## config.mk

```make
export PLATFORM = sky130hd
export DESIGN_NAME = edge_expand_unit
export DESIGN_NICKNAME = d
export VERILOG_FILES = /design/src/source/maxflow_pkg.sv /design/src/source/edge_expand_unit.sv
export VERILOG_INCLUDE_DIRS = /design/src
export SDC_FILE = /design/constraint.sdc
export NUM_CORES = 1
export LEC_CHECK = 0
export ABC_AREA = 1
export BUFFER_PORTS_ARGS = -buffer_cell sky130_fd_sc_hd__buf_2
export CELL_PAD_IN_SITES_DETAIL_PLACEMENT = 1
export CELL_PAD_IN_SITES_GLOBAL_PLACEMENT = 1
export CORE_AREA = 3 3 540 542
export CTS_CLUSTER_SIZE = 25
export DETAILED_ROUTE_END_ITERATION = 7
export DIE_AREA = 0 0 543 545
export PLACE_DENSITY = 0.39
export REMOVE_ABC_BUFFERS = 1
export SETUP_SLACK_MARGIN = 0.05
export SYNTH_ARGS = -nofsm -noshare
export SYNTH_HDL_FRONTEND = slang
export SYNTH_SLANG_ARGS = --single-unit
```

## constraint.sdc

```tcl
create_clock -name clk -period 9.65 [get_ports clk]
set_input_delay 0.4825 -clock clk [delete_from_list [all_inputs] [get_ports clk]]
set_output_delay 0.4825 -clock clk [all_outputs]
set_load 0.1 [all_outputs]
```

## src/maxflow_defines.svh

```systemverilog
`ifndef MAXFLOW_DEFINES_SVH
`define MAXFLOW_DEFINES_SVH

// widths
`define MF_VID_W           24
`define MF_DEG_W           4
`define MF_MAX_DEG         10
`define MF_ADDR_W          8
`define MF_REG_ADDR_W      8

// storage depths
`define MF_MEM_DEPTH       256
`define MF_IN_DEPTH        4
`define MF_LINK_DEPTH      2

// out credit counter width
`define MF_CREDIT_W        8

// register byte addresses
`define MF_REG_NUM_V       4
`define MF_REG_BASE_EDGE   16
`define MF_REG_BASE_VERTEX 20
`define MF_REG_SOURCE      28
`define MF_REG_SINK        36

`endif

```

## src/source/maxflow_pkg.sv

```systemverilog
`default_nettype none
`include "maxflow_defines.svh"

package maxflow_pkg;

   typedef logic [`MF_VID_W-1:0] vid_t;
   typedef logic signed [31:0] flow_t;
   typedef logic [31:0] height_t;
   typedef logic [31:0] ts_t;
   typedef logic [`MF_DEG_W-1:0] edge_idx_t;
   typedef logic [`MF_ADDR_W-1:0] mem_addr_t;

   typedef enum logic [1:0] {
      kind_discharge  = 2'd0,
      kind_get_height = 2'd1,
      kind_push       = 2'd2,
      kind_receive    = 2'd3
   } task_kind_e;

   // one graph memory word
   typedef struct packed {
      logic [31:0] eo_end;
      logic [31:0] eo_begin;
      flow_t [`MF_MAX_DEG-1:0] flow;
      height_t height;
      logic [7:0] counter;
      logic [23:0] min_height;
      flow_t excess;
   } vertex_rec_t;

   // low bits of an edge region word
   typedef struct packed {
      flow_t capacity;
      edge_idx_t rev_id;
      vid_t dest;
   } edge_rec_t;

   typedef struct packed {
      logic valid;
      task_kind_e kind;
      ts_t ts;
      vid_t locale;
      vid_t nbr;
      edge_idx_t rev_id;
      edge_idx_t fwd_id;
      flow_t amount;
      height_t nbr_height;
      logic reenq;
   } mf_task_t;

   typedef struct packed {
      logic valid;
      logic write;
      mem_addr_t addr;
      vertex_rec_t wdata;
   } mem_req_t;

   typedef struct packed {
      vid_t num_v;
      mem_addr_t base_vertex;
      mem_addr_t base_edge;
      vid_t source;
      vid_t sink;
   } cfg_t;

   typedef struct packed {
      logic valid;
      logic [`MF_REG_ADDR_W-1:0] addr;
      logic [31:0] wdata;
   } reg_wr_t;

endpackage

`default_nettype wire

```

## src/source/edge_expand_unit.sv

```systemverilog
`timescale 1ns/1ps
`default_nettype none
`include "maxflow_defines.svh"

module edge_expand_unit
   import maxflow_pkg::*;
(
   input  wire logic        clk,
   input  wire logic        rstn,
   input  wire cfg_t        cfg,
   input  wire mf_task_t    link_task,
   output logic             link_credit,
   output mem_req_t         mem_req,
   input  wire logic        mem_gnt,
   input  wire vertex_rec_t mem_rdata,
   output mf_task_t         out_task,
   input  wire logic        out_credit
);

   localparam int BPTR_W = $clog2(`MF_LINK_DEPTH);

   typedef enum logic [1:0] {ee_idle, ee_fetch, ee_wait, ee_emit} ee_state_e;

   ee_state_e state;
   mf_task_t lbuf [`MF_LINK_DEPTH];
   logic [BPTR_W-1:0] wr_ptr;
   logic [BPTR_W-1:0] rd_ptr;
   logic [BPTR_W:0] b_count;
   mf_task_t head;
   logic retire;
   logic emit;
   logic phase;
   logic [31:0] idx;
   logic [31:0] idx_next;
   logic [31:0] edge_off;
   edge_rec_t edge_q;
   logic [`MF_CREDIT_W-1:0] out_cnt;

   assign head = lbuf[rd_ptr];
   assign emit = (state == ee_emit) && (out_cnt != '0);
   assign idx_next = idx + 1'b1;

   always_comb begin
      retire = 1'b0;
      if (state == ee_idle) begin
         // discharge with an empty edge list
         retire = (b_count != '0) && (head.kind == kind_discharge)
                  && (head.nbr_height == head.amount);
      end else if (emit) begin
         case (head.kind)
            kind_discharge: retire = (idx_next == head.nbr_height);
            kind_push:      retire = !(!phase && (head.amount > 0) && head.reenq);
            default:        retire = 1'b1;
         endcase
      end
   end

   always_ff @(posedge clk) begin
      if (link_task.valid) begin
         lbuf[wr_ptr] <= link_task;
      end
      if (state == ee_idle) begin
         idx <= head.amount;
      end else if (emit) begin
         idx <= idx_next;
      end
      if (state == ee_wait) begin
         edge_q <= mem_rdata[$bits(edge_rec_t)-1:0];
      end
   end

   always_ff @(posedge clk) begin
      if (!rstn) begin
         wr_ptr <= '0;
         rd_ptr <= '0;
         b_count <= '0;
         link_credit <= 1'b0;
         out_cnt <= '0;
      end else begin
         if (link_task.valid) begin
            wr_ptr <= wr_ptr + 1'b1;
         end
         if (retire) begin
            rd_ptr <= rd_ptr + 1'b1;
         end
         b_count <= b_count + {{BPTR_W{1'b0}}, link_task.valid} - {{BPTR_W{1'b0}}, retire};
         link_credit <= retire;
         out_cnt <= out_cnt + {{(`MF_CREDIT_W-1){1'b0}}, out_credit}
                    - {{(`MF_CREDIT_W-1){1'b0}}, emit};
      end
   end

   // sequencer
   always_ff @(posedge clk) begin
      if (!rstn) begin
         state <= ee_idle;
         phase <= 1'b0;
      end else begin
         case (state)
            ee_idle: begin
               phase <= 1'b0;
               if ((b_count != '0) && !retire) begin
                  state <= (head.kind == kind_discharge) ? ee_fetch : ee_emit;
               end
            end
            ee_fetch: begin
               if (mem_gnt) begin
                  state <= ee_wait;
               end
            end
            ee_wait: begin
               state <= ee_emit;
            end
            ee_emit: begin
               if (emit) begin
                  if (retire) begin
                     state <= ee_idle;
                  end else if (head.kind == kind_discharge) begin
                     state <= ee_fetch;
                  end else begin
                     phase <= 1'b1;
                  end
               end
            end
            default: begin
               state <= ee_idle;
            end
         endcase
      end
   end

   always_comb begin
      mem_req.valid = (state == ee_fetch);
      mem_req.write = 1'b0;
      mem_req.addr = cfg.base_edge + mem_addr_t'(idx);
      mem_req.wdata = '0;
   end

   // child task keeps ts
   always_comb begin
      edge_off = idx - head.amount;
      out_task = head;
      out_task.valid = emit;
      out_task.reenq = 1'b0;
      case (head.kind)
         kind_discharge: begin
            out_task.kind = kind_get_height;
            out_task.locale = edge_q.dest;
            out_task.nbr = head.locale;
            out_task.rev_id = edge_q.rev_id;
            out_task.fwd_id = edge_off[`MF_DEG_W-1:0];
            out_task.amount = edge_q.capacity;
            out_task.nbr_height = '0;
         end
         kind_get_height: begin
            out_task.kind = kind_push;
            out_task.locale = head.nbr;
            out_task.nbr = head.locale;
         end
         kind_push: begin
            if (!phase && (head.amount > 0)) begin
               out_task.kind = kind_receive;
               out_task.locale = head.nbr;
            end else begin
               out_task.kind = kind_discharge;
            end
         end
         default: begin
            out_task.kind = kind_discharge;
         end
      endcase
   end

endmodule

`default_nettype wire

```

### After elaboration in Yosys (flattened, before gate mapping)

Memories as Yosys holds them, arrays and structs flattened. A register that Yosys moved wholly into a read port is not among the register bits.
Cells that the tools add are included.

| cells by class | value |
|---|---|
| reduce and logical (&&, ||, !) cells | 18 |
| multiplexer cells | 26 |
| equality and inequality tests | 13 |
| $lt $le $gt $ge | 1 |
| add/sub/neg operators | 9 |

Operator list:

| operator | number |
|---|---|
| $mux W72 | 1 |
| $pmux W24 S3 | 1 |
| $eq A32 B32 Y1 | 2 |
| $mux W32 | 2 |
| $mux W24 | 2 |
| $add A32 B1 Y32 const B | 1 |
| $gt A32 B1 Y1 const B | 1 |
| $mux W2 | 7 |
| $mux W1 | 9 |
| $add A8 B1 Y8 | 1 |
| $add A8 B8 Y8 | 1 |
| $pmux W2 S4 | 1 |
| $reduce_and A4 Y1 | 2 |
| $reduce_bool A8 Y1 | 1 |
| $sub A8 B1 Y8 | 1 |
| $eq A2 B2 Y1 const B | 3 |
| $logic_and A1 B1 Y1 | 6 |
| $ne A2 B2 Y1 const B | 3 |
| $pmux W2 S3 | 1 |
| $reduce_bool A2 Y1 | 3 |
| $eq A2 B1 Y1 const B | 2 |
| $logic_not A2 Y1 | 2 |
| $ne A2 B1 Y1 const B | 2 |
| $pmux W1 S2 | 2 |
| other kinds (7) | 10 |

| word-level totals | value |
|---|---|
| word-level logic and storage cells | 79 |
| output and inout bits | 647 |
| flip-flop bits (word level) | 108 |
| bits in writable memories | 312 |
| bits of input ports | 728 |
| memories kept | 1 |

Memories:

| memory | depth | width | rd ports | clocked after Yosys merged registers in | wr ports | RTL line | source |
|---|---|---|---|---|---|---|---|
| lbuf | 2 | 156 | 1 | 1 | 1 | edge_expand_unit.sv:25 | `` mf_task_t lbuf [`MF_LINK_DEPTH]; `` |

### Depth between registers and ports, before layout

Gate-level depths: netlist of run 1.

| logic depth | value |
|---|---|
| word-level depth | 11 |
| mapped depth | 26 |
| depth with buffers taken out | 24 |

### Least setup slack after synthesis of run 1

No wires, ideal clock.

| timing path | value |
|---|---|
| path type | input -> register |
| from | input port link_task[155] (netlist name) |
| to | memory lbuf[0][0] (netlist name), enable pin |
| setup slack | 1.971 ns |
| data required time | 8.974 ns |
| path buffers | 0 |
| cell stages on the path | 2 |
| arrival time | 7.003 ns |
| setup time | 0.676 ns |
| cell sequence | inv_1 nor2_1 |

| between the ends | value |
|---|---|
| cells in the longest elaborated chain, start to end | 2 |

Ends and longest elaborated chain:

| what | RTL line | source |
|---|---|---|
| start: declaration | edge_expand_unit.sv:11 | `input wire mf_task_t link_task,` |
| $mux W1 | edge_expand_unit.sv:59 | `if (link_task.valid) begin` |
| $mux W1 (not written as such) | edge_expand_unit.sv:60 | `lbuf[wr_ptr] <= link_task;` |
| end: declaration | edge_expand_unit.sv:25 |  |

Every way passes these cells.

==> flow_metrics.tcl, run 1 <==
set metrics [dict create \
    cts_tree "yes" \
    cts_htree_levels 2 \
    synth.avg_cell_area_um2 9.96 \
    portBuffers 392 \
    hold_class "in -> reg" \
    syn_inst 2292 \
    wl_per_cell_um 15.8 \
    hp-start "mem_rdata[45]" \
    dr.pass1.iters 7 \
    path_clk_slew_ns 0.06 \
    crit_type "reg -> out" \
    worstSetupStartpointType "register" \
    grt_pass1_vias 16800 \
    grt_pass1_wl_um 140000 \
    hold_viol 0 \
    hpwl_um 83700 \
    fin_crit_ns 6.15 \
    vias 16800 \
    min_period_over_period 0.637 \
    clock_sinks 419 \
    grt_setup_unrepaired "false" \
    grt_antenna_before_repair 68 \
    die_w_um 543 \
    first_iter_violations 683 \
    drcViolationCount 0 \
    syn2layout_area_growth_pct 38.2 \
    finClkSkew_ns 0.0275 \
    ys_ff_latch 419 \
    final_nets 3676 \
    holdBufCountCts 212 \
    rr_worst_depth 24 \
    synth_area_um2 22800 \
    io_pins 1375 \
    drive_above_1_share 0.188 \
    cts_resized 0 \
    yosysUniqueCellTypes 47 \
    die_y_um 545 \
    gr-total-overflow 0 \
    finalWirelength_um 107000 \
    tns_ns 0 \
    clock_path_buffers 3 \
    fin_cells 6756 \
    p_per_area_nw_per_um2 262 \
    hold_ws_ns 0.0616 \
    tightest_slew_ns 0.901 \
    viasPerCell 2.49 \
    setup_viol 0 \
    slew_headroom 0.396 \
    place_congestion 0.728 \
    ir_worst_vdd_v 0.000158 \
    status "complete, no violations" \
    slew_viol_final 0 \
    antenna_left 0 \
    p_leak_nw 12.2 \
    crit_arrival_ns 5.66 \
    synth_warnings 0 \
    critPathRequiredTime_ns 9.17 \
    core_um2 287000 \
    cp_max_fo 88 \
    fp-row-count 197 \
    r2r-end "b_count[1]$_SDFF_PN0_" \
    fillers 33900 \
    dieArea_um2 296000 \
    timing.fmax_mhz 163 \
    cts_setup_buffers 0 \
    start_util 0.0794 \
    ys_seq_area_frac 0.544 \
    final_core_util 0.110 \
    cts-root-buf "clkbuf_16" \
    grt_usage 0.0687 \
    hold_end "edge_q[45]$_DFFE_PN_" \
    worstSetupEndpointType "output pin" \
    clock_latency_ns 0.66 \
    dpl.cell_count 6431 \
    max-cap-violations 0 \
    grt_start_max_net_pins 113 \
    worstHoldPathCells 1 \
    reg2reg_slack_ns 4.33 \
    cts_inserted_buffers 54 \
]
==> state kept, by name (all words and copies together) (netlist names), named ones only <==
name,count
link_credit,1
wr_ptr,1
state,2
lbuf,310
b_count,2
out_cnt,8
phase,1
edge_q,60
rd_ptr,1
idx,32
==> cell type report <==
type | count | area [µm²] | share of cell area
Antenna cell | 15 | 37.5 | 0.00119
Clock buffer | 71 | 1440 | 0.0455
Clock inverter | 27 | 259 | 0.00821
Inverter | 135 | 517 | 0.0164
Multi-Input combinational cell | 1672 | 7780 | 0.247
Sequential cell | 419 | 12400 | 0.394
Tap cell | 3781 | 4730 | 0.150
Timing Repair Buffer | 636 | 4370 | 0.139
==> routing by layer <==
| layer | track usage | vias up | routed length, µm |
|---|---|---|---|
| met4 | 0.0169 | 40 | 2770 |
| met5 | 0 | - | 262 |
| met2 | 0.125 | 803 | 53300 |
| met3 | 0.0298 | 170 | 11000 |
| li1 | - | 7939 | - |
| met1 | 0.0718 | 7865 | 39200 |
==> worst max-delay path, cell delays in order, from the launching register on <==
cell and delay, ns:
dfxtp_4 0.88, inv_4 0.36, buf_12 0.31, o21ai_1 0.49
nand2_1 0.09, nor3_1 0.25, nand4_1 0.23, nor2_1 0.20
nand2_1 0.09, nand2_1 0.37, o21ai_1 0.10, buf_4 0.26
inv_1 0.10, nor2_2 0.03, buf_4 0.26, a22oi_1 0.18
o21ai_0 0.18, buf_2 0.34
==> cell usage after synthesis (all sizes together) <==
master	count	area, µm²
xnor3	1	22.5
a22oi	24	180
inv	133	502
xnor2	10	87.6
or2	29	181
clkbuf	33	124
nand4	9	56.3
nor2b	1	6.26
and3b	1	8.76
mux2i	33	334
ha	27	338
buf	514	3840
nand2	558	2100
a21oi	24	120
a221oi	3	26.3
fa	3	60.1
nor3	14	75.1
clkinv	2	7.51
nor2	149	589
o21ai	171	901
nand3	66	335
xor2	27	236
o21a	1	7.51
o31ai	1	7.51
a21o	1	7.51
and2	5	31.3
edfxtp	402	12100
dfxtp	17	340
nand3b	17	128
nor4	4	25.0
o211ai	4	30.0
conb	1	3.75
a31oi	7	43.8
==> per-stage QoR <==
stage               setup slack, ns  total power, W  area (µm²)
detailed placement             3.98         0.00630       27700
floorplan                     -2.13         0.00532       20700
CTS                            3.22         0.00849       31500
global route                   3.00         0.00873       31500
global placement               3.94         0.00629       27700
finish                         3.50         0.00825       31500
==> worst max-delay path by stage <==
stage / start / to / slack (ns) / cells past startpoint
2_1_floorplan: register / out_task[65] / -2.13 / 6
3_3_place_gp: register / out_task[106] / 3.94 / 17
3_5_place_dp: register / out_task[105] / 3.98 / 17
4_1_cts: register / out_task[105] / 3.22 / 17
5_1_grt: register / out_task[107] / 3.00 / 17
6_report: register / out_task[114] / 3.50 / 17
==> power breakdown <==
group          switching [W]  leakage [nW]  internal, W
clock               0.000877         0.812      0.00113
combinational        0.00315          7.48     0.000593
sequential          0.000184          3.93      0.00232
==> cell families (layout without fill, tap and decap cells) <==
| kind of cell | count (synthesis) | in the layout | share of synthesized area |
|---|---|---|---|
| simple gates | 853 | 853 | 0.155 |
| buf+inv | 682 | 869 | 0.196 |
| flops | 419 | 419 | 0.544 |
| compound gates | 236 | 236 | 0.0580 |
| xor+xnor | 38 | 38 | 0.0152 |
| mux | 33 | 33 | 0.0146 |
| fa+ha+maj | 30 | 30 | 0.0174 |
| other cells | 1 | 497 | 0.000164 |
==> placed cells by master (no fill, tap or decap), types with 5 or more instances in the layout <==
cell	netlist	layout
nand2_1	554	554
nor3_1	13	13
nor2_2	6	5
nor2_1	141	140
ha_1	27	26
dfxtp_1	17	16
a31oi_1	7	7
clkinv_1	2	14
xnor2_1	10	10
nand4_1	9	9
o21ai_1	13	15
nand3b_1	17	17
or2_2	26	26
o21ai_0	146	144
mux2i_1	32	32
inv_1	130	128
a21oi_1	24	24
xor2_1	27	27
clkbuf_1	33	15
buf_2	7	392
and2_1	5	5
a22oi_1	24	24
o21ai_2	12	12
nand3_1	65	65
conb_1	1	482
edfxtp_1	402	402
buf_4	488	28
clkbuf_16	0	54
diode_2	0	15
dlygate4sd3_1	0	212
No activity file was read; power rests on OpenSTA's default activity.
==> inputs of run 2 (changes only) <==
Settings changed: CORE_AREA 3 3 540 542 to 3 3 536 538, DIE_AREA 0 0 543 545 to 0 0 539 541, PLACE_DENSITY 0.39 to 0.4.
Clock period 9.65 ns to 5.1 ns, I/O delays scaled along.
==> run 2 against run 1 <==
Effect of this change:
- largest power group unchanged
- critical endpoint is now out_task[109]
- core utilization grew 0.81 points
- clock power grew 94%
- register-to-register slack lost 3.3 ns
==> flow_metrics.tcl, run 2 (synthesized netlist as in run 1, its figures left out) <==
set metrics [dict create \
    cp_num_buf_inv 6 \
    hold_class "in -> reg" \
    slew_headroom 0.293 \
    place_congestion 0.743 \
    cp_max_fo 51 \
    gr-total-overflow 0 \
    die_y_um 541 \
    wl_per_cell_um 15.8 \
    clock_sinks 419 \
    hold_ws_ns 0.154 \
    final_nets 3702 \
    crit_family "buffers and inverters" \
    dieArea_um2 292000 \
    dr.pass1.iters 4 \
    worstSetupStartpointType "register" \
    setup_viol 0 \
    cts_inserted_buffers 54 \
    worstSetupEndpointType "output pin" \
    finClkSkew_ns 0.0497 \
    cts-root-buf "clkbuf_16" \
    max-cap-violations 0 \
    fp-row-count 195 \
    io_pins 1375 \
    cp_cell_sequence "inv_4 > buf_12 > nand2_1 > nand2_1 > nor3_1 > nand4_1 > nor2_1 > buf_4 > nand2_1 > nand2_1 > buf_4 > o21ai_1 > buf_4 > o21ai_0 > buf_12" \
    timing.fmax_mhz 222 \
    portBuffers 392 \
    crit_arrival_ns 4.25 \
    cts_tree "yes" \
    dpl.cell_count 6411 \
    fin_crit_ns 4.50 \
    regMostFlops "lbuf" \
    cts_htree_levels 2 \
    layout_commonest_cell "nand2_1" \
    largest_reg_flops 310 \
    drcViolationCount 0 \
    p_leak_nw 12.9 \
    critPathRequiredTime_ns 4.85 \
    setup_ws_ns 0.599 \
    crit_type "reg -> out" \
    grt_setup_unrepaired "false" \
    ir_worst_vdd_v 0.000409 \
    p_per_area_nw_per_um2 490 \
    fin_area_um2 33300 \
    hold_viol 0 \
    largestRegisters "lbuf: 310 flops, edge_q: 60 flops, idx: 32 flops" \
    layout_common_cells "nand2_1, conb_1, edfxtp_1" \
    slowest_delay_ns 0.53 \
    clock_path_buffers 3 \
    syn2layout_area_growth_pct 45.8 \
    min_period_over_period 0.883 \
    die_w_um 539 \
    slowest_stage "dfxtp_4" \
    grt_pass1_vias 17400 \
    place_area_um2 29300 \
    clock_latency_ns 0.66 \
    final_core_util 0.118 \
    antenna_left 0 \
    fin_cells 6752 \
    first_iter_violations 581 \
    path_clk_slew_ns 0.06 \
    grt_pass1_wl_um 142000 \
    viasPerCell 2.50 \
    crit_top_cell "nand2_1" \
    grt_start_max_net_pins 87 \
    drive_above_1_share 0.195 \
    core_um2 283000 \
    hpwl_um 84300 \
    status "complete, no violations" \
    grt_antenna_before_repair 70 \
    start_util 0.0808 \
    grt_usage 0.0699 \
    slew_viol_final 0 \
    finalWirelength_um 107000 \
    post-place-ws_ns 0.855 \
    tightest_slew_ns 1.06 \
    vias 16900 \
]
run 2: changes by cell type in the layout (fill, tap and decap cells not counted), sizes merged:
cell         delta
clkbuf          -5
bufinv          +2
dlygate4sd3     +7
clkinvlp        +3
inv             +1
buf            +19
diode           +7
run 2: timing repair:
| item | 4_1_cts | 5_1_grt |
|---|---|---|
| buffers inserted | 0 | 1 |
| resized for setup | 0 | 3 |
| hold buffers | 219 | 0 |
| setup endpoints to repair | 0 | 21 |
| hold endpoints to repair | 382 | 0 |
run 2: area by class of cell:
type	instances	area (µm²)
diodes	22	55.1
multi-input cells	1672	7780
repair buffers	662	6100
clock buffers	66	1400
inverters	135	517
clock inverters	33	344
fillers	33400	249000
well taps	3743	4680
flip-flops and latches	419	12400
run 2: worst paths after layout:
kind                                               to                 from  depth (start not counted)  slack (ns)
worst min-delay path            state[0]$_SDFFE_PN0P_              mem_gnt                          6        0.15
worst min register to register    rd_ptr$_SDFFE_PN0P_  rd_ptr$_SDFFE_PN0P_                          1        0.46
worst max-delay path                    out_task[109]             register                         15        0.60
worst max register to register  b_count[1]$_SDFF_PN0_     idx[0]$_DFFE_PP_                         22        1.04
run 2: tightest hold or removal path, cell delays in order:
cell and delay [ns]:
buf_2 0.08, o21ai_0 0.10, nor3_1 0.13, o21ai_0 0.10, nand2_1 0.06, a21oi_1 0.03
run 2: report_power, final:
part / internal [W] / switching (W) / total (W)
clock network: 0.00221 / 0.00166 / 0.00387
registers: 0.00439 / 0.000315 / 0.00470
logic: 0.00163 / 0.00610 / 0.00772
run 2: through the flow:
stage | power, W | TNS (ns)
after detailed placement | 0.0125 | 0
after floorplan | 0.0101 | -1020.38
after global routing | 0.0172 | 0
after global placement | 0.0125 | 0
after CTS | 0.0167 | 0
final | 0.0163 | 0
run 2: layer usage:
| layer | part of all wire | routed length (µm) | global-route usage | vias up |
|---|---|---|---|---|
| met5 | 0.0025 | 267 | 0 | - |
| met1 | 0.37 | 39400 | 0.0726 | 7857 |
| met2 | 0.50 | 53000 | 0.128 | 793 |
| li1 | - | - | - | 8001 |
| met4 | 0.028 | 3000 | 0.0181 | 44 |
| met3 | 0.10 | 10900 | 0.0307 | 182 |
